[config.mk]
export PLATFORM = sky130hd
export DESIGN_NAME = mem_decode
export DESIGN_NICKNAME = d
export VERILOG_FILES = /design/src/mem_pkg.sv /design/src/mem_decode.sv
export SDC_FILE = /design/constraint.sdc
export NUM_CORES = 1
export LEC_CHECK = 0
export BUFFER_PORTS_ARGS = -buffer_cell sky130_fd_sc_hd__buf_2
export CORE_MARGIN = 4
export CORE_UTILIZATION = 36
export DETAILED_ROUTE_END_ITERATION = 12
export GPL_TIMING_DRIVEN = 0
export PLACE_DENSITY_LB_ADDON = 0.2
export SYNTH_ARGS = -nofsm -noshare
export SYNTH_HDL_FRONTEND = slang
export SYNTH_SLANG_ARGS = --single-unit
[constraint.sdc]
create_clock -name clk_i -period 2.9 [get_ports clk_i]
set_clock_uncertainty 0.15 [all_clocks]
set_input_delay 0.58 -clock clk_i [delete_from_list [all_inputs] [get_ports clk_i]]
set_output_delay 0.58 -clock clk_i [all_outputs]
set_load 0.1 [all_outputs]
[src/mem_pkg.sv]
// Memory stage shared types
`default_nettype none

package mem_pkg;

  localparam int VADDR_WIDTH       = 20;
  localparam int PAGE_OFFSET_WIDTH = 8;
  localparam int VTAG_WIDTH        = VADDR_WIDTH - PAGE_OFFSET_WIDTH;
  localparam int PTAG_WIDTH        = 6;
  localparam int DID_WIDTH         = 2;
  localparam int DWORD_WIDTH       = 64;
  localparam int DWORD_BYTES       = DWORD_WIDTH / 8;
  localparam int BYTE_OFFSET_WIDTH = $clog2(DWORD_BYTES);

  typedef enum logic [3:0] {
    e_lb, e_lh, e_lw, e_ld, e_lbu, e_lhu, e_lwu,
    e_sb, e_sh, e_sw, e_sd
  } mem_op_e;

  typedef enum logic [1:0] {
    e_byte, e_half, e_word, e_dword
  } size_e;

  // RISC-V privilege encoding
  typedef enum logic [1:0] {
    e_priv_u = 2'b00,
    e_priv_s = 2'b01,
    e_priv_m = 2'b11
  } priv_e;

  typedef enum logic [2:0] {
    e_no_fault, e_load_page_fault, e_store_page_fault,
    e_load_access_fault, e_store_access_fault
  } fault_e;

  typedef struct packed {
    mem_op_e                mem_op;
    logic [VADDR_WIDTH-1:0] vaddr;
    logic [DWORD_WIDTH-1:0] data;
  } mmu_cmd_s;

  typedef struct packed {
    logic  translation_en;
    priv_e priv;
    logic  sum;
  } mmu_cfg_s;

  // Leaf PTE bits kept in the TLB
  typedef struct packed {
    logic [PTAG_WIDTH-1:0] ptag;
    logic                  u;
    logic                  w;
    logic                  d;
  } tlb_entry_s;

  typedef struct packed {
    logic [VTAG_WIDTH-1:0] vtag;
    tlb_entry_s            entry;
  } tlb_fill_s;

  typedef struct packed {
    logic                   v;
    logic                   is_store;
    size_e                  size;
    logic                   is_signed;
    logic [VADDR_WIDTH-1:0] vaddr;
    logic [DWORD_WIDTH-1:0] data;
    logic [DWORD_BYTES-1:0] mask;
  } dec_pkt_s;

  typedef struct packed {
    logic                         v;
    logic                         is_store;
    logic                         miss;
    fault_e                       fault;
    size_e                        size;
    logic                         is_signed;
    logic [BYTE_OFFSET_WIDTH-1:0] offset;
  } exe_pkt_s;

  typedef struct packed {
    logic [DWORD_WIDTH-1:0] data;
    logic                   miss_v;
    logic                   exc_v;
    fault_e                 fault;
  } mem_resp_s;

endpackage

`default_nettype wire

[src/mem_decode.sv]
// Command decode stage
`timescale 1ns/1ps
`default_nettype none

module mem_decode
  import mem_pkg::*;
(
  input  logic     clk_i,
  input  logic     reset_i,
  input  mmu_cmd_s mmu_cmd_i,
  input  logic     mmu_cmd_v_i,
  output dec_pkt_s dec_pkt_o
);

  dec_pkt_s                     dec_pkt_n;
  dec_pkt_s                     dec_pkt_r;
  logic [BYTE_OFFSET_WIDTH-1:0] offset;
  logic [DWORD_BYTES-1:0]       size_mask;

  assign offset = mmu_cmd_i.vaddr[BYTE_OFFSET_WIDTH-1:0];

  always_comb begin
    dec_pkt_n           = '0;
    dec_pkt_n.v         = mmu_cmd_v_i;
    dec_pkt_n.vaddr     = mmu_cmd_i.vaddr;
    case (mmu_cmd_i.mem_op)
      e_lb:    begin dec_pkt_n.size = e_byte;  dec_pkt_n.is_signed = 1'b1; end
      e_lh:    begin dec_pkt_n.size = e_half;  dec_pkt_n.is_signed = 1'b1; end
      e_lw:    begin dec_pkt_n.size = e_word;  dec_pkt_n.is_signed = 1'b1; end
      e_ld:    dec_pkt_n.size = e_dword;
      e_lbu:   dec_pkt_n.size = e_byte;
      e_lhu:   dec_pkt_n.size = e_half;
      e_lwu:   dec_pkt_n.size = e_word;
      e_sb:    begin dec_pkt_n.size = e_byte;  dec_pkt_n.is_store = 1'b1; end
      e_sh:    begin dec_pkt_n.size = e_half;  dec_pkt_n.is_store = 1'b1; end
      e_sw:    begin dec_pkt_n.size = e_word;  dec_pkt_n.is_store = 1'b1; end
      e_sd:    begin dec_pkt_n.size = e_dword; dec_pkt_n.is_store = 1'b1; end
      default: dec_pkt_n.size = e_byte;
    endcase

    case (dec_pkt_n.size)
      e_byte:  size_mask = 8'h01;
      e_half:  size_mask = 8'h03;
      e_word:  size_mask = 8'h0f;
      default: size_mask = 8'hff;
    endcase

    // Move store data and mask onto the addressed byte lanes
    dec_pkt_n.data = mmu_cmd_i.data << {offset, 3'b000};
    dec_pkt_n.mask = size_mask << offset;
  end

  always_ff @(posedge clk_i) begin
    dec_pkt_r <= dec_pkt_n;
    if (reset_i) begin
      dec_pkt_r.v <= 1'b0;
    end
  end

  assign dec_pkt_o = dec_pkt_r;

  a_known_op: assert property (@(posedge clk_i) disable iff (reset_i)
    mmu_cmd_v_i |-> mmu_cmd_i.mem_op inside {e_lb, e_lh, e_lw, e_ld, e_lbu, e_lhu,
                                             e_lwu, e_sb, e_sh, e_sw, e_sd})
    else $error("unknown mem_op %0h on a valid command", mmu_cmd_i.mem_op);

endmodule

`default_nettype wire

; Word-level counts from Yosys, hierarchy flattened
; Index checks and enable logic that the tools add are counted.
[op_classes]
eq_ne = 11
shift = 2
n_mux = 4
reduce_logical = 7
[op_table]
columns = cell, n
row1 = left shift 64 x 6 -> 64 bit, 1
row2 = case mux 8 bit (3 select lines), 1
row3 = == test 4 x 3 -> 1 bit (second input constant), 3
row4 = == test 4 bit (second input constant), 3
row5 = OR reduction 3 bit, 3
row6 = == test 4 x 2 -> 1 bit (second input constant), 2
row7 = left shift 8 x 3 -> 8 bit, 1
row8 = case mux 2 bit (3 select lines), 1
row9 = == test 4 x 1 -> 1 bit (second input constant), 1
row10 = zero test 4 bit, 1
row11 = OR reduction 4 bit, 1
row12 = == test 2 x 1 -> 1 bit (second input constant), 1
row13 = == test 2 bit (second input constant), 1
row14 = zero test 2 bit, 1
row15 = two-way mux 1 bit, 2
row16 = OR reduction 2 bit, 1
[word_totals]
reg_bits = 97
input_bits = 91
output_inout_bits = 97
wordCells = 31

; Logic depth before layout (Yosys ltp)
; Gate-level depths: netlist (run 1).
[logic_depth]
word_depth = 6
ltp_mapped = 6

; Least setup slack after synthesis (run 1)
; No wires, ideal clock.
[synth_path]
path_type = input port to flip-flop
startpoint = in mmu_cmd_i[84] in the netlist's numbering
endpoint = reg dec_pkt_r (netlist bit dec_pkt_o[6])
arrival_ns = 1.506
t_required_ns = 2.662
path_slack_ns = 1.156
cell_stages = 5
path_buffers = 1
path_cell_list = buf_6 > maj3_2 > o22ai_4 > a21oi_2 > nor4_2
[synth_rtl]
columns = element, line
row1 = "start, declared", mem_decode.sv:10  ; input mmu_cmd_s mmu_cmd_i,
row2 = "end signal, assigned", mem_decode.sv:54  ; dec_pkt_r <= dec_pkt_n;
row3 = "end, declared", mem_decode.sv:16  ; dec_pkt_s dec_pkt_r;

==> results of run 1 <==
==> kinds of logic after synthesis <==
family / synth area share [%]
simple gates: 11.7
buf+inv: 4.58
mux: 22.5
xor+xnor: 0.214
compound gates: 13.3
fa+ha+maj: 0.275
flops: 47.4
==> metrics by stage <==
stage	area (um2)	instances	total power [W]	utilization [%]
after floorplan	4100	418	0.00250	-
after global placement	5200	743	0.00277	47.3
after detailed placement	5200	743	0.00278	47.3
after CTS	5460	758	0.00386	49.7
after global routing	5460	758	0.00398	49.7
final	5460	758	0.00383	49.7
==> report_power, final <==
| part | internal (W) | switching [W] |
|---|---|---|
| Clock | 0.000601 | 0.000475 |
| Sequential | 0.00143 | 0.0000245 |
| Combinational | 0.000256 | 0.00104 |
| Total | 0.00229 | 0.00154 |
==> worst max-delay path by stage <==
stage,cells past startpoint,slack (ps),endpoint
2_1_floorplan,5,1160,dec_pkt_o[6]$_DFF_P_
3_3_place_gp,5,590,dec_pkt_o[50]$_DFF_P_
3_5_place_dp,5,590,dec_pkt_o[50]$_DFF_P_
4_1_cts,5,960,dec_pkt_o[50]$_DFF_P_
5_1_grt,5,870,dec_pkt_o[50]$_DFF_P_
6_report,5,910,dec_pkt_o[50]$_DFF_P_
==> cells in the final DEF (no fill, tap or decap), types with 2 or more instances in the layout <==
cell        synthesis  final
a21o_1              2      2
a211oi_1            4      4
mux2i_1            65     65
clkinvlp_4          0      2
buf_1               4      4
nand2_1            33     33
nand2b_1            7      7
buf_6               3      3
o2bb2ai_1           8      8
inv_1               3      3
nor2b_1            11     11
buf_2              15    200
dfxtp_1            97     97
nor3_1              2      2
clkbuf_16           0      9
and2_1              9      9
clkbuf_1           10     13
a21oi_1            19     19
nor2_1             35     35
o22ai_1            17     17
mux2_2             24     24
buf_4               2      2
o21ai_0            34     34
==> per-layer routing <==
| layer | track usage, % | wire length, um | vias to the layer above |
|---|---|---|---|
| met3 | 6.71 | 1650 | 24 |
| li1 | - | - | 1860 |
| met4 | 9.90 | 342 | 0 |
| met1 | 29.7 | 6460 | 1835 |
| met5 | 0 | 0 | - |
| met2 | 33.5 | 6470 | 227 |
==> layout make-up <==
type | count | area (um2) | area share [%]
buffer | 34 | 176 | 3.23
clock buffer | 13 | 250 | 4.58
clock inverter | 2 | 15.0 | 0.275
inverter | 3 | 11.3 | 0.206
multi-input combinational | 284 | 1970 | 36.0
sequential | 97 | 1940 | 35.5
tap | 140 | 175 | 3.21
timing repair buffer | 185 | 926 | 16.9
==> run_results.csv, run 1 <==
group,metric,value,unit
final_layout,largest_reg_flops,97,
critical_path,slowest_delay,510,ps
detailed_routing,avgRoutedWirePerCell,19.7,um
power,leakagePower,2.67,nW
min_path,min_delay_path_depth,1,
sta,drv_slew,0,
die,core,11000,um2
sta,min_period,1990,ps
job,maxCapViolCount,0,
cts,cts_tree,"yes",
synth,syn_nets,509,
synth,ys_seq_area_share,47.4,%
die,io_pins,188,
synth,synth.distinct_cells,35,
synth,ys_ff_latch,97,
final_layout,diodes,0,
synth,avgSynthCellArea,9.80,um2
critical_path,worstSetupPathType,"input port to flip-flop",
critical_path,cp_max_fo,10,
grt,grt.total_usage,22.4,%
synth,synth-edff-count,0,
critical_path,crit_top_cell,"buf_2",
cts,cts_max_level,3,
power,peakVddDrop,0.455,mV
grt,grt_antenna_before_repair,0,
final_layout,drive_gt1_share,39.8,%
sta,tns,0,ps
cts,cts_buffer_depth,2,
grt,grt_pass1_wl,21700,um
synth,yosys.area.top_type,"dfxtp_1",
detailed_routing,antenna_left,0,
synth,post-synth-top-count-cell,"dfxtp_1",
sta,max_freq,0.503,GHz
sta,finalHoldViolCount,0,
placed_design,dp_slack,592,ps
sta,slew_headroom,49.7,%
cts,cts_sinks,97,
synth,synth_warnings,0,
grt,grt_pass1_vias,3904,
synth,synth_common_cells,"97 x dfxtp_1, 65 x mux2i_1, 35 x nor2_1",
synth,netlist_instances,418,
power,power_density,701,nW/um2
detailed_routing,drt-total-wl,14900,um
critical_path,start_kind,"input port",
sta,final-setup-viol-count,0,
die,fp-row-count,38,
outcome,outcome,"completed",
synth,synth_top_area_share,47.4,%
detailed_routing,vias,3946,
min_path,worstHoldStart,"mmu_cmd_i[69]",
final_layout,nFillCells,1090,
detailed_routing,drtPass1Iterations,5,
sta,tightest_slew,755,ps
placed_design,place_congestion,0.817,
critical_path,cpMaxStageDelayCell,"clkbuf_1",
detailed_routing,drc,0,
synth,synth-main-ff-cell,"dfxtp_1",
critical_path,required,2940,ps
critical_path,crit_buf_inv,4,
cts,hold_buffers,0,
synth,syn_area,4100,um2
synth,async_reset_ff_share,0,%
critical_path,crit_start,"mmu_cmd_i[65]",
critical_path,path_cells,"buf_2 -> buf_4 -> buf_2 -> clkbuf_1 -> o22ai_1",
final_layout,fin_nets,705,
critical_path,crit_family,"buffers and inverters",
detailed_routing,viasPerCell,5.21,
sta,period_share,68.5,%
die,fp.dieH,115,um
die,die_x,115,um
sta,grt_setup_unrepaired,"false",
die,die_area,13100,um2
synth,synthTopCellsByArea,"dfxtp_1 47%, mux2i_1 16%, mux2_2 6.6%, o21ai_0 4.2%, nor2_1 3.2%",
sta,setup_slack,912,ps
final_layout,area_delta_synth_final,33.4,%
grt,grt_max_degree,15,
detailed_routing,first_iter_violations,225,
die,start_util,37.3,%
cts,ctsRootBufferMaster,"clkbuf_16",
grt,grt_overflow,0,
cts,post_cts_buffers,0,
cts,numCtsBuffers,9,
critical_path,cp.arrival,2020,ps
cts,path_clk_slew,60,ps
min_path,hp-class,"input port to flip-flop",
placed_design,port_buffers,185,
critical_path,end_kind,"flip-flop",
sta,holdWs,187,ps
cts,cts.repair.resized,0,
placed_design,hpwl,10700,um
min_path,min_to,"dec_pkt_o[77]$_DFF_P_",
Note: power is estimated with default switching activity, not from simulation.
==> inputs of run 2 (changes only) <==
==> constraint.sdc (replaced) <==
create_clock -name clk_i -period 1.75 [get_ports clk_i]
set_clock_uncertainty 0.15 [all_clocks]
set_input_delay 0.35 -clock clk_i [delete_from_list [all_inputs] [get_ports clk_i]]
set_output_delay 0.35 -clock clk_i [all_outputs]
set_load 0.1 [all_outputs]
==> run_results.csv, run 2 (same netlist as run 1, synthesis figures left out) <==
group,metric,value,unit
outcome,outcome,"completed",
cts,ctsRootBufferMaster,"clkbuf_16",
die,io_pins,188,
job,maxCapViolCount,0,
detailed_routing,drtPass1Iterations,4,
cts,cts_sinks,97,
detailed_routing,first_iter_violations,256,
power,leakagePower,2.75,nW
cts,path_clk_slew,60,ps
final_layout,multiInputGateArea,1970,um2
final_layout,regArea,1940,um2
critical_path,start_kind,"input port",
sta,slew_headroom,48.7,%
die,core,11000,um2
detailed_routing,drt-total-wl,15200,um
power,p_int,0.00382,W
grt,grt_pass1_wl,22000,um
die,fp.dieH,115,um
detailed_routing,routed.top_layer,"met4",
sta,max_freq,0.598,GHz
min_path,hp-class,"input port to flip-flop",
critical_path,crit_buf_inv,3,
final_layout,fin_nets,723,
placed_design,dp_cells,743,
die,fp-row-count,38,
grt,grt_antenna_before_repair,0,
grt,grt.total_usage,22.7,%
cts,cts_max_level,3,
grt,grt_pass1_vias,3988,
final_layout,fin_area,5640,um2
critical_path,crit_top_cell,"clkbuf_1",
critical_path,cp.arrival,1710,ps
sta,tightest_slew,770,ps
grt,grt_overflow,0,
die,die_x,115,um
placed_design,place_area,5200,um2
sta,period_share,95.6,%
placed_design,place_congestion,0.817,
detailed_routing,drc,0,
sta,final-setup-viol-count,0,
final_layout,fin_util,51.4,%
final_layout,diodes,0,
detailed_routing,vias,4012,
critical_path,required,1790,ps
critical_path,cpMaxStageDelayCell,"clkbuf_1",
final_layout,largest_reg_flops,97,
detailed_routing,viasPerCell,5.17,
critical_path,end_kind,"flip-flop",
final_layout,drive_gt1_share,38.8,%
final_layout,area_delta_synth_final,37.8,%
power,peakVddDrop,0.762,mV
critical_path,crit_family,"buffers and inverters",
power,p_sw,0.00256,W
placed_design,port_buffers,185,
die,die_area,13100,um2
final_layout,layout_commonest_cell,"buf_2",
critical_path,path_cells,"buf_2 -> nand2b_1 -> clkbuf_1 -> clkbuf_1 -> o22ai_1",
cts,numCtsBuffers,9,
sta,finalHoldViolCount,0,
sta,drv_slew,0,
placed_design,hpwl,10700,um
final_layout,nFillCells,1063,
detailed_routing,wl_met2,6560,um
power,power_density,1130,nW/um2
sta,grt_setup_unrepaired,"false",
critical_path,slowest_delay,520,ps
detailed_routing,avgRoutedWirePerCell,19.6,um
sta,min_period,1670,ps
final_layout,layout_common_cells,"200 x buf_2, 97 x dfxtp_1, 65 x mux2i_1",
power,comb_power_share,34.2,%
die,start_util,37.3,%
detailed_routing,antenna_left,0,
critical_path,cp_max_fo,10,
critical_path,worstSetupPathType,"input port to flip-flop",
cts,cts_tree,"yes",
power,power,0.00638,W
cts,cts_buffer_depth,2,
power,p_clk_share,28.0,%
power,swShare,40.1,%
detailed_routing,wl_met1,6530,um
grt,grt_max_degree,15,
final_layout,fin_cells,776,
detailed_routing,dr_wl_met3,1690,um
power,seq_power_share,37.9,%
sta,tns,0,ps
[run 2: repair_timing]
item                                    in CTS  in global routing
endpoints found under the hold margin       18                  0
endpoints found under the setup margin       0                  3
setup buffers                                0                  0
hold buffers                                18                  0
resized for setup                            0                  2
[run 2: through the flow]
step | hold WS, ps | setup slack, ps
floorplan | 228 | 236
global placement | 302 | -331
detailed placement | 304 | -328
CTS | 2.31 | 36.3
global route | 13.1 | 27.5
finish | 17.0 | 77.7
[run 2: final cells by class]
cell class                      count  area share [%]
Multi-Input combinational cell    284            34.8
Sequential cell                    97            34.4
Timing Repair Buffer              203            19.6
Clock buffer                       13            4.43
Buffer                             34            3.15
Tap cell                          140            3.10
Clock inverter                      2           0.266
Inverter                            3           0.200
[run 2: final timing paths]
check	startpoint	to	depth (start not counted)
min	reset_i	dec_pkt_o[96]$_SDFF_PP0_	2
max	mmu_cmd_i[66]	dec_pkt_o[54]$_DFF_P_	5
[run 2: layer usage]
| layer | vias up | global-route usage (%) |
|---|---|---|
| met5 | - | 0 |
| met1 | 1843 | 29.7 |
| li1 | 1889 | - |
| met4 | 0 | 9.90 |
| met3 | 28 | 6.87 |
| met2 | 252 | 34.4 |
[run 2: power by group through the flow]
stage / logic, W / registers (W) / clock network (W)
final: 0.00218 / 0.00242 / 0.00178
after global routing: 0.00226 / 0.00243 / 0.00193
after CTS: 0.00218 / 0.00242 / 0.00183
after detailed placement: 0.00214 / 0.00246 / 0
after global placement: 0.00213 / 0.00246 / 0
after floorplan: 0.000444 / 0.00369 / 0
