[src/mem_pkg.sv]
// Memory stage shared types
`default_nettype none

package mem_pkg;

  localparam int VADDR_WIDTH       = 20;
  localparam int PAGE_OFFSET_WIDTH = 8;
  localparam int VTAG_WIDTH        = VADDR_WIDTH - PAGE_OFFSET_WIDTH;
  localparam int PTAG_WIDTH        = 6;
  localparam int DID_WIDTH         = 2;
  localparam int DWORD_WIDTH       = 64;
  localparam int DWORD_BYTES       = DWORD_WIDTH / 8;
  localparam int BYTE_OFFSET_WIDTH = $clog2(DWORD_BYTES);

  typedef enum logic [3:0] {
    e_lb, e_lh, e_lw, e_ld, e_lbu, e_lhu, e_lwu,
    e_sb, e_sh, e_sw, e_sd
  } mem_op_e;

  typedef enum logic [1:0] {
    e_byte, e_half, e_word, e_dword
  } size_e;

  // RISC-V privilege encoding
  typedef enum logic [1:0] {
    e_priv_u = 2'b00,
    e_priv_s = 2'b01,
    e_priv_m = 2'b11
  } priv_e;

  typedef enum logic [2:0] {
    e_no_fault, e_load_page_fault, e_store_page_fault,
    e_load_access_fault, e_store_access_fault
  } fault_e;

  typedef struct packed {
    mem_op_e                mem_op;
    logic [VADDR_WIDTH-1:0] vaddr;
    logic [DWORD_WIDTH-1:0] data;
  } mmu_cmd_s;

  typedef struct packed {
    logic  translation_en;
    priv_e priv;
    logic  sum;
  } mmu_cfg_s;

  // Leaf PTE bits kept in the TLB
  typedef struct packed {
    logic [PTAG_WIDTH-1:0] ptag;
    logic                  u;
    logic                  w;
    logic                  d;
  } tlb_entry_s;

  typedef struct packed {
    logic [VTAG_WIDTH-1:0] vtag;
    tlb_entry_s            entry;
  } tlb_fill_s;

  typedef struct packed {
    logic                   v;
    logic                   is_store;
    size_e                  size;
    logic                   is_signed;
    logic [VADDR_WIDTH-1:0] vaddr;
    logic [DWORD_WIDTH-1:0] data;
    logic [DWORD_BYTES-1:0] mask;
  } dec_pkt_s;

  typedef struct packed {
    logic                         v;
    logic                         is_store;
    logic                         miss;
    fault_e                       fault;
    size_e                        size;
    logic                         is_signed;
    logic [BYTE_OFFSET_WIDTH-1:0] offset;
  } exe_pkt_s;

  typedef struct packed {
    logic [DWORD_WIDTH-1:0] data;
    logic                   miss_v;
    logic                   exc_v;
    fault_e                 fault;
  } mem_resp_s;

endpackage

`default_nettype wire

[src/mem_result.sv]
// Load data alignment and response
`timescale 1ns/1ps
`default_nettype none

module mem_result
  import mem_pkg::*;
(
  input  exe_pkt_s               exe_pkt_i,
  input  logic [DWORD_WIDTH-1:0] ram_data_i,
  output mem_resp_s              mem_resp_o,
  output logic                   mem_resp_v_o
);

  logic [DWORD_WIDTH-1:0] shifted;
  logic [DWORD_WIDTH-1:0] load_data;
  logic                   load_ok;

  assign shifted = ram_data_i >> {exe_pkt_i.offset, 3'b000};

  always_comb begin
    case (exe_pkt_i.size)
      e_byte: begin
        load_data = {{(DWORD_WIDTH-8){exe_pkt_i.is_signed & shifted[7]}}, shifted[7:0]};
      end
      e_half: begin
        load_data = {{(DWORD_WIDTH-16){exe_pkt_i.is_signed & shifted[15]}}, shifted[15:0]};
      end
      e_word: begin
        load_data = {{(DWORD_WIDTH-32){exe_pkt_i.is_signed & shifted[31]}}, shifted[31:0]};
      end
      default: begin
        load_data = shifted;
      end
    endcase
  end

  // Stores, misses and faults return no data
  assign load_ok = ~exe_pkt_i.is_store & ~exe_pkt_i.miss & (exe_pkt_i.fault == e_no_fault);

  always_comb begin
    mem_resp_o.data   = load_ok ? load_data : '0;
    mem_resp_o.miss_v = exe_pkt_i.miss;
    mem_resp_o.exc_v  = (exe_pkt_i.fault != e_no_fault);
    mem_resp_o.fault  = exe_pkt_i.fault;
  end

  assign mem_resp_v_o = exe_pkt_i.v;

  // Fault ranking upstream keeps a miss free of any fault
  always_comb begin
    if (mem_resp_v_o) begin
      a_miss_xor_exc: assert (!(mem_resp_o.miss_v && mem_resp_o.exc_v))
        else $error("response has both miss_v and exc_v set");
    end
  end

endmodule

`default_nettype wire

[config.mk]
export PLATFORM = sky130hd
export DESIGN_NAME = mem_result
export DESIGN_NICKNAME = d
export VERILOG_FILES = /design/src/mem_pkg.sv /design/src/mem_result.sv
export SDC_FILE = /design/constraint.sdc
export NUM_CORES = 1
export LEC_CHECK = 0
export BUFFER_PORTS_ARGS = -buffer_cell sky130_fd_sc_hd__buf_2
export CORE_MARGIN = 2
export CORE_UTILIZATION = 46
export DETAILED_ROUTE_END_ITERATION = 16
export GPL_TIMING_DRIVEN = 0
export PLACE_DENSITY = 0.95
export SYNTH_ARGS = -nofsm -noshare
export SYNTH_HDL_FRONTEND = slang
export SYNTH_SLANG_ARGS = --single-unit
export TNS_END_PERCENT = 5
[constraint.sdc]
create_clock -name vclk -period 1.85
set_clock_uncertainty 0.15 [all_clocks]
set_input_delay 0.0925 -clock vclk [all_inputs]
set_output_delay 0.0925 -clock vclk [all_outputs]
set_load 0.01 [all_outputs]
# After elaboration in Yosys (flattened, before gate mapping)
# Cells that the tools add are included.
op_classes:
  eq_ne: 2
  n_bitwise: 7
  n_mux: 2
  shift: 1
  reduce_logical: 3
op_table:
  columns: ["op", "count"]
  rows:
  - ["$pmux 64 s3", 1]
  - ["$mux 64", 1]
  - ["$shr 64x6->64", 1]
  - ["$and 1x1->1", 5]
  - ["$logic_not 3->1", 1]
  - ["$reduce_bool 3->1", 1]
  - ["$eq 2x1->1 const B", 1]
  - ["$eq 2x2->1 const B", 1]
  - ["$logic_not 2->1", 1]
  - ["$not 1->1", 2]
totals:
  register_bits: 0
  elab_cells: 15
  output_inout_bits: 70

# Logic depth before layout (Yosys ltp)
# Gate-level depths: netlist (run 1).
depth:
  word_depth: 4
  depth_mapped: 9
  ltp_nobuf: 6

# Worst setup path before layout (run 1)
# No wires, ideal clock.
synth_path:
  kind: "input to output"
  from: "in exe_pkt_i[1] in the netlist's numbering"
  to: "out mem_resp_o[44] in the netlist's numbering"
  arrival_ns: 1.545
  t_required_ns: 1.607
  path_slack_ns: 0.063
  path_stages: 9
  path_cell_list: "buf_6 > nor2b_1 > buf_4 > a2bb2oi_1 > a222oi_1 > a32oi_1 > buf_4 > buf_6 > a21oi_1"
synth_lines:
  columns: ["item", "line_no", "text"]
  rows:
  - ["start: declaration", "mem_result.sv:8", "input exe_pkt_s exe_pkt_i,"]
  - ["end: declaration", "mem_result.sv:10", "output mem_resp_s mem_resp_o,"]

==> out/metrics.cfg, run 1 <==
[drt]
wirelength_routed_um = 10880
detailedRoute.firstPassIterationCount = 6
top_layer = met4
met3_wirelength_um = 1317
drt.antenna.violating_nets = 0
vias_per_cell = 6.282
dr_total_vias = 3581
dr.first_iter.drc_count = 425
route.detailed.wl_per_inst_um = 19.08
detailroute.wirelength.met2_um = 5014
detail_route.drc_violations = 0
drt-met1-wl_um = 4288

[pwr]
clock_power_share_pct = 0
power_report.internal_total_uw = 361.5
ir_worst_vdd_v = 0.00008289
net-switching-power_uw = 426.0
power.static_leakage_nw = 1.767
share_comb_of_total_power_pct = 100.0
pwr_density_cell_mw_per_mm2 = 218.3
p_sw_share_pct = 54.10
power.sequential.fraction_pct = 0

[worst_hold_path]
hold_path.class = in -> out
whs_endpoint = mem_resp_v_o
worstHoldPathCells = 2
hold_path.startpoint = exe_pkt_i[11]

[layout]
drive_gt1_share_pct = 54.60
post_layout_nonfiller_instances = 570
seqCellArea_um2 = 0
finalNetCount = 578
finalInstanceArea_mm2 = 0.003607
antenna_fix_cells = 0
filler_cell_count = 443
multi_input_comb_area_mm2 = 0.002344
layout-area-overhead-vs-synth_pct = 49.53
seq_cell_count = 0
clkbuf_count = 0

[global_route]
grt_start_max_net_pins = 11
grt_antenna_before_repair = 0
grtUsageTotal_pct = 34.88
grt_pass1_wl_um = 17020
globalRouteOverflowTotal = 0
grt_pass1_vias = 3410

[floorplan]
die-area_mm2 = 0.005839
placementRows = 26
die_height_um = 76.42
floorplan.die.width_um = 76.42
floorplan.core_area_mm2 = 0.005075
ioPinCount = 146
initial_core_util_pct = 47.53

[yosys]
synth.yosys.seq_area_share_pct = 0
netlist_area_mm2 = 0.002412
ys_warn_count = 0
synth.most_common_cell = sky130_fd_sc_hd__nor2_1
area_share_of_the_largest_cell_type_after_synthesis_pct = 13.28
postSynthAreaPerCell_um2 = 6.992
post-synth-top-area-cell = sky130_fd_sc_hd__mux2i_1
synth.cells.most_frequent = sky130_fd_sc_hd__nor2_1 (54), sky130_fd_sc_hd__a21oi_1 (41), sky130_fd_sc_hd__nand2_1 (36), sky130_fd_sc_hd__mux2i_1 (32), sky130_fd_sc_hd__a21oi_2 (23)
yosys.cell_types.count = 36
synthTopCellsByArea = sky130_fd_sc_hd__mux2i_1 (13%), sky130_fd_sc_hd__mux4_2 (13%), sky130_fd_sc_hd__a21oi_1 (8.5%)
postSynthCellCount = 345
postSynthNetCount = 421

[job]
timing.max_cap.violations = 0

[place]
detailed_place.area_mm2 = 0.003221
hpwlAfterDp_um = 8256
place_inst = 559
post-place-ws_ps = -448.7
buffer_ports.inserted = 144
globalplace.congestion = 0.9231

[worst_setup_path]
critPathMaxFanout = 7
critical_path_arrival_ps = 1810
start_kind = input port
timing.critical_path.to_type = output port
worstPathRequired_ps = 1610
critical_path_class = in -> out

[timing]
slew-limit-headroom_pct = 61.77
maxClockFrequency_ghz = 0.4864
hold_viol_final = 0
final_period_minus_worst_setup_slack_ps = 2056
slew_viol_final = 0
worstMarginPinSlew_ps = 573.4
setup_viol = 56
fin_ws_ps = -205.8
grt_setup_unrepaired = yes
timing.final.crit_share_pct = 111.1

[clock_network]
cts-hold-fix-buffers = 0

[run_status]
failed_checks = negative setup slack
status = finished, violations left

==> power by group through the flow <==
| stage | Sequential, mW | Clock (mW) | Combinational [mW] |
|---|---|---|---|
| 2_1_floorplan | 0 | 0 | 0.429 |
| 3_3_place_gp | 0 | 0 | 0.651 |
| 3_5_place_dp | 0 | 0 | 0.659 |
| 4_1_cts | 0 | 0 | 0.716 |
| 5_1_grt | 0 | 0 | 0.833 |
| 6_report | 0 | 0 | 0.788 |
==> per-stage QoR <==
stage / total power, mW / utilization, % / hold slack, ps / setup TNS [ps]
3_5_place_dp: 0.6591 / 63.46 / 229.4 / -22710
2_1_floorplan: 0.4288 / - / 126.8 / 0
6_report: 0.7875 / 71.08 / 226.9 / -7328
4_1_cts: 0.7162 / 68.27 / 230.6 / -2385
5_1_grt: 0.8335 / 71.08 / 234.3 / -10960
3_3_place_gp: 0.6507 / 63.46 / 229.6 / -20500
==> cell usage in the layout, fill, tap and decap left out, types with 6 or more instances in the layout <==
master | netlist | final
sky130_fd_sc_hd__buf_8 | 0 | 6
sky130_fd_sc_hd__and2_1 | 6 | 6
sky130_fd_sc_hd__a32oi_1 | 15 | 13
sky130_fd_sc_hd__nor2_1 | 54 | 52
sky130_fd_sc_hd__o32a_1 | 6 | 6
sky130_fd_sc_hd__o21ai_0 | 19 | 18
sky130_fd_sc_hd__clkbuf_1 | 14 | 9
sky130_fd_sc_hd__mux2i_1 | 32 | 28
sky130_fd_sc_hd__mux4_2 | 14 | 14
sky130_fd_sc_hd__mux2_2 | 16 | 15
sky130_fd_sc_hd__a21oi_1 | 41 | 37
sky130_fd_sc_hd__buf_2 | 11 | 147
sky130_fd_sc_hd__a2bb2oi_2 | 0 | 7
sky130_fd_sc_hd__buf_6 | 4 | 7
sky130_fd_sc_hd__nand2_1 | 36 | 36
sky130_fd_sc_hd__buf_4 | 12 | 21
sky130_fd_sc_hd__a21oi_2 | 23 | 27
==> cell type report <==
class / count / area share [%]
Tap cell: 70 / 2.428
Buffer: 44 / 9.712
Multi-Input combinational cell: 298 / 64.97
Timing Repair Buffer: 155 / 22.48
Inverter: 3 / 0.4162
==> what timing repair did <==
| item | CTS | global route |
|---|---|---|
| pin swaps | 12 | 5 |
| setup buffers | 7 | 4 |
| gates resized for setup | 48 | 27 |
| endpoints found under the setup margin | 63 | 63 |
| gates cloned | 0 | 0 |
==> worst max-delay path: stages <==
cell and delay (ps):
sky130_fd_sc_hd__buf_12 120, sky130_fd_sc_hd__mux2i_4 190, sky130_fd_sc_hd__a2bb2oi_4 160, sky130_fd_sc_hd__a222oi_1 290, sky130_fd_sc_hd__buf_4 210, sky130_fd_sc_hd__a32oi_4 130, sky130_fd_sc_hd__buf_6 170, sky130_fd_sc_hd__buf_6 130
sky130_fd_sc_hd__a32oi_1 160, sky130_fd_sc_hd__buf_2 160
==> metal layers <==
metal,global-route usage (%),vias to the layer above
li1,-,1605
met2,59.12,302
met4,8.909,0
met1,47.03,1639
met5,0,-
met3,4.028,35
==> kinds of logic after synthesis <==
logic type / Yosys count / share of synthesized area, %
AOI/OAI and AO/OA: 126 / 35.94
and+or+nand+nor: 109 / 18.78
muxes: 63 / 34.28
buffers and inverters: 47 / 11.00
==> worst max-delay path by stage <==
stage	from	to	slack (ps)	cells past startpoint
2_1_floorplan	exe_pkt_i[1]	mem_resp_o[44]	60	9
3_3_place_gp	exe_pkt_i[1]	mem_resp_o[25]	-420	9
3_5_place_dp	exe_pkt_i[0]	mem_resp_o[44]	-450	9
4_1_cts	exe_pkt_i[0]	mem_resp_o[25]	-90	9
5_1_grt	exe_pkt_i[1]	mem_resp_o[42]	-270	10
6_report	exe_pkt_i[1]	mem_resp_o[42]	-210	10
(Power assumes the default switching activity.)
==> inputs of run 2 (changes only) <==
CORE_MARGIN = 5   (was 2)
SETUP_SLACK_MARGIN = 0.02   (was default)
==> out/metrics.cfg, run 2 (synthesis gave the netlist of run 1 again) <==
[layout]
drive_gt1_share_pct = 57.91
finalInstanceArea_mm2 = 0.003789
final_common_cell = sky130_fd_sc_hd__buf_2
layout_common_cells = sky130_fd_sc_hd__buf_2 (147), sky130_fd_sc_hd__nor2_1 (52), sky130_fd_sc_hd__a21oi_1 (37)
finalNetCount = 584
layout-area-overhead-vs-synth_pct = 57.05
antenna_fix_cells = 0
clkbuf_count = 0
multi_input_comb_area_mm2 = 0.002407
filler_cell_count = 421
seqCellArea_um2 = 0
seq_cell_count = 0

[place]
hpwlAfterDp_um = 9089
buffer_ports.inserted = 144
globalplace.congestion = 0.9548
detailed_place.area_mm2 = 0.003221
post-place-ws_ps = -455.0

[timing]
fin_ws_ps = -100.3
worstMarginPinSlew_ps = 531.4
hold_viol_final = 0
maxClockFrequency_ghz = 0.5127
slew-limit-headroom_pct = 64.58
grt_setup_unrepaired = yes
slew_viol_final = 0
whs_ps = 225.9
setup_viol = 44
timing.final.crit_share_pct = 105.4
final_period_minus_worst_setup_slack_ps = 1950

[worst_setup_path]
crit_top_cell = sky130_fd_sc_hd__a32oi_2
critical_path_class = in -> out
worstPathRequired_ps = 1610
crit_path_cell_trace = buf_12, mux2i_4, a2bb2oi_2, a222oi_1, buf_4, a32oi_2, buf_6, buf_8, a32oi_2, buf_2
start_kind = input port
critPathMaxStageDelay_ps = 240
critPathSlowestCell = sky130_fd_sc_hd__a222oi_1
timing.critical_path.to_type = output port
cpLargestDelayFamily = buffers and inverters
sum_of_buffers_and_inverters_on_the_critical_path = 5
critical_path_arrival_ps = 1710
critPathMaxFanout = 7

[floorplan]
ioPinCount = 146
die-area_mm2 = 0.006792
floorplan.core_area_mm2 = 0.005107
die_height_um = 82.42
placementRows = 26
initial_core_util_pct = 47.23
floorplan.die.width_um = 82.42

[drt]
route.detailed.wl_per_inst_um = 20.82
drt.antenna.violating_nets = 0
vias_per_cell = 6.351
dr_total_vias = 3658
detail_route.drc_violations = 0
wirelength_routed_um = 11990
dr.first_iter.drc_count = 357
detailedRoute.firstPassIterationCount = 7

[pwr]
power.static_leakage_nw = 1.842
pwr_density_cell_mw_per_mm2 = 221.3
ir_worst_vdd_v = 0.0001025

[global_route]
grt_pass1_vias = 3438
grt_antenna_before_repair = 0
grt_start_max_net_pins = 11
grt_pass1_wl_um = 17550
globalRouteOverflowTotal = 0
grtUsageTotal_pct = 33.21

[run_status]
status = finished, violations left
failed_checks = negative setup slack

[job]
timing.max_cap.violations = 0

[worst_hold_path]
hold_path.class = in -> out

[clock_network]
cts-hold-fix-buffers = 0

## run 2: per-layer routing
metal  vias up  part of all wire, %  global-route usage [%]
li1       1620                    -                       -
met2       295                   48                   57.13
met1      1704                   39                   43.10
met4         0                  1.9                   8.140
met5         -                    0                       0
met3        39                   12                   5.206
## run 2: repair_timing
item / CTS / global route
gates resized for setup: 85 / 26
setup buffers: 17 / 2
pin swaps: 14 / 11
setup endpoints to repair: 63 / 62
gates cloned: 1 / 0
## run 2: through the flow
| stage | std cells | utilization (%) | total power [mW] | TNS [ps] |
|---|---|---|---|---|
| 4_1_cts | 577 | 72.83 | 0.7961 | -1186 |
| 6_report | 576 | 74.18 | 0.8384 | -2567 |
| 2_1_floorplan | 345 | - | 0.4288 | 0 |
| 5_1_grt | 576 | 74.18 | 0.8832 | -7767 |
| 3_5_place_dp | 559 | 63.06 | 0.6712 | -23350 |
| 3_3_place_gp | 559 | 63.06 | 0.6652 | -23930 |
## run 2: final timing paths
check | to | depth (start not counted) | startpoint
max | mem_resp_o[42] | 10 | exe_pkt_i[1]
min | mem_resp_v_o | 2 | exe_pkt_i[11]
## run 2: layout make-up
type                            count  area share, %
Buffer                             44          10.04
Inverter                            3         0.2972
Multi-Input combinational cell    298          63.54
Tap cell                           70          2.312
Timing Repair Buffer              161          23.81
## run 2: report_power, final
group          switching (mW)  total (mW)  internal, mW
clock network               0           0             0
registers                   0           0             0
logic                   0.451       0.838         0.388
total                   0.451       0.838         0.388
==> inputs of run 3 (changes only) <==
BUFFER_PORTS_ARGS = default   (was -buffer_cell sky130_fd_sc_hd__buf_2)
DONT_BUFFER_PORTS = 1   (was default)
PLACE_DENSITY = 0.72   (was 0.95)
==> out/metrics.cfg, run 3 (synthesis gave the netlist of run 1 again) <==
[timing]
setup_viol = 43
timing.final.crit_share_pct = 106.3
whs_ps = 128.9
slew_viol_final = 0
fin_ws_ps = -115.8
final_period_minus_worst_setup_slack_ps = 1966
hold_viol_final = 0
worstMarginPinSlew_ps = 607.9
maxClockFrequency_ghz = 0.5087
grt_setup_unrepaired = yes
setup_tns_ps = -3161
slew-limit-headroom_pct = 59.47

[worst_setup_path]
critical_path_class = in -> out
sum_of_buffers_and_inverters_on_the_critical_path = 5
critPathMaxFanout = 10
cpLargestDelayFamily = buffers and inverters
critPathSlowestCell = sky130_fd_sc_hd__a222oi_1
crit_path_cell_trace = buf_12, nor2b_1, buf_4, a2bb2oi_2, a222oi_1, buf_4, a32oi_4, buf_8, buf_12, a21oi_4
start_kind = input port
worstPathRequired_ps = 1610
critPathMaxStageDelay_ps = 270
critical_path_arrival_ps = 1720
timing.critical_path.to_type = output port

[layout]
final_core_utilization_pct = 63.72
clkbuf_count = 0
post_layout_nonfiller_instances = 427
seq_cell_count = 0
layout_common_cells = sky130_fd_sc_hd__nor2_1 (51), sky130_fd_sc_hd__nand2_1 (36), sky130_fd_sc_hd__a21oi_1 (35)
finalNetCount = 435
antenna_fix_cells = 0
filler_cell_count = 459
drive_gt1_share_pct = 40.34
final_common_cell = sky130_fd_sc_hd__nor2_1
layout-area-overhead-vs-synth_pct = 34.91
seqCellArea_um2 = 0

[pwr]
power.static_leakage_nw = 1.163
ir_worst_vdd_v = 0.00009432
pwr_density_cell_mw_per_mm2 = 211.2

[global_route]
grt_antenna_before_repair = 0
grt_pass1_vias = 3000
grt_pass1_wl_um = 16350
globalRouteOverflowTotal = 0
grtUsageTotal_pct = 31.76
grt_start_max_net_pins = 11

[drt]
dr.first_iter.drc_count = 445
drt.antenna.violating_nets = 0
route.detailed.wl_per_inst_um = 27.22
vias_per_cell = 7.201
detail_route.drc_violations = 0
wirelength_routed_um = 11620
detailedRoute.firstPassIterationCount = 6
dr_total_vias = 3075

[place]
globalplace.congestion = 0.9769
place_inst = 415
buffer_ports.inserted = 0
hpwlAfterDp_um = 8316
post-place-ws_ps = -444.3

[run_status]
status = finished, violations left
failed_checks = negative setup slack

[floorplan]
floorplan.die.width_um = 82.42
ioPinCount = 146
die_height_um = 82.42
die-area_mm2 = 0.006792
placementRows = 26
floorplan.core_area_mm2 = 0.005107
initial_core_util_pct = 47.23

[job]
timing.max_cap.violations = 0

[worst_hold_path]
hold_path.class = in -> out

[clock_network]
cts-hold-fix-buffers = 0

==> run 3: cell count changes in the layout (fill, tap and decap cells not counted), moves of 5 or more <==
cell	change
sky130_fd_sc_hd__a32oi_4	+5
sky130_fd_sc_hd__o21ai_1	+5
sky130_fd_sc_hd__a21oi_4	+25
sky130_fd_sc_hd__a21oi_2	-23
sky130_fd_sc_hd__o21ai_0	-6
sky130_fd_sc_hd__buf_2	-143
sky130_fd_sc_hd__a32oi_1	-5
sky130_fd_sc_hd__buf_4	-9
==> run 3: worst paths after layout <==
kind | startpoint | end | slack, ps | cells after the start
setup / recovery | exe_pkt_i[1] | mem_resp_o[44] | -120 | 10
hold / removal | exe_pkt_i[6] | mem_resp_o[0] | 130 | 1
==> run 3: per-stage QoR <==
stage	instance area, um^2	total power [mW]
6_report	3254	0.6874
5_1_grt	3254	0.7234
4_1_cts	2973	0.6240
3_5_place_dp	2500	0.5436
3_3_place_gp	2500	0.5381
2_1_floorplan	2412	0.4288
==> run 3: cell type report <==
class / instances / area [um^2] / share of cell area [%]
Timing Repair Buffer: 12 / 128.9 / 3.960
Buffer: 44 / 394.1 / 12.11
Multi-Input combinational cell: 298 / 2631 / 80.85
Tap cell: 70 / 87.58 / 2.691
Inverter: 3 / 12.51 / 0.3845
==> run 3: repair_timing <==
| action | CTS | global route |
|---|---|---|
| setup buffers | 7 | 2 |
| hold endpoints to repair | 0 | 0 |
| setup endpoints to repair | 62 | 58 |
| pin swaps | 6 | 9 |
| resized for setup | 88 | 50 |
| gates cloned | 2 | 1 |
==> run 3: power breakdown <==
| group | internal (mW) | leakage [nW] | switching, mW |
|---|---|---|---|
| logic | 0.300 | 1.16 | 0.387 |
| clock network | 0 | 0 | 0 |
| registers | 0 | 0 | 0 |
==> run 3: per-layer routing <==
| metal | global-route usage, % | vias up | part of all wire [%] |
|---|---|---|---|
| li1 | - | 1329 | - |
| met3 | 7.050 | 43 | 13 |
| met5 | 0 | - | 0 |
| met4 | 11.30 | 0 | 4.1 |
| met2 | 53.13 | 244 | 48 |
| met1 | 39.76 | 1459 | 36 |
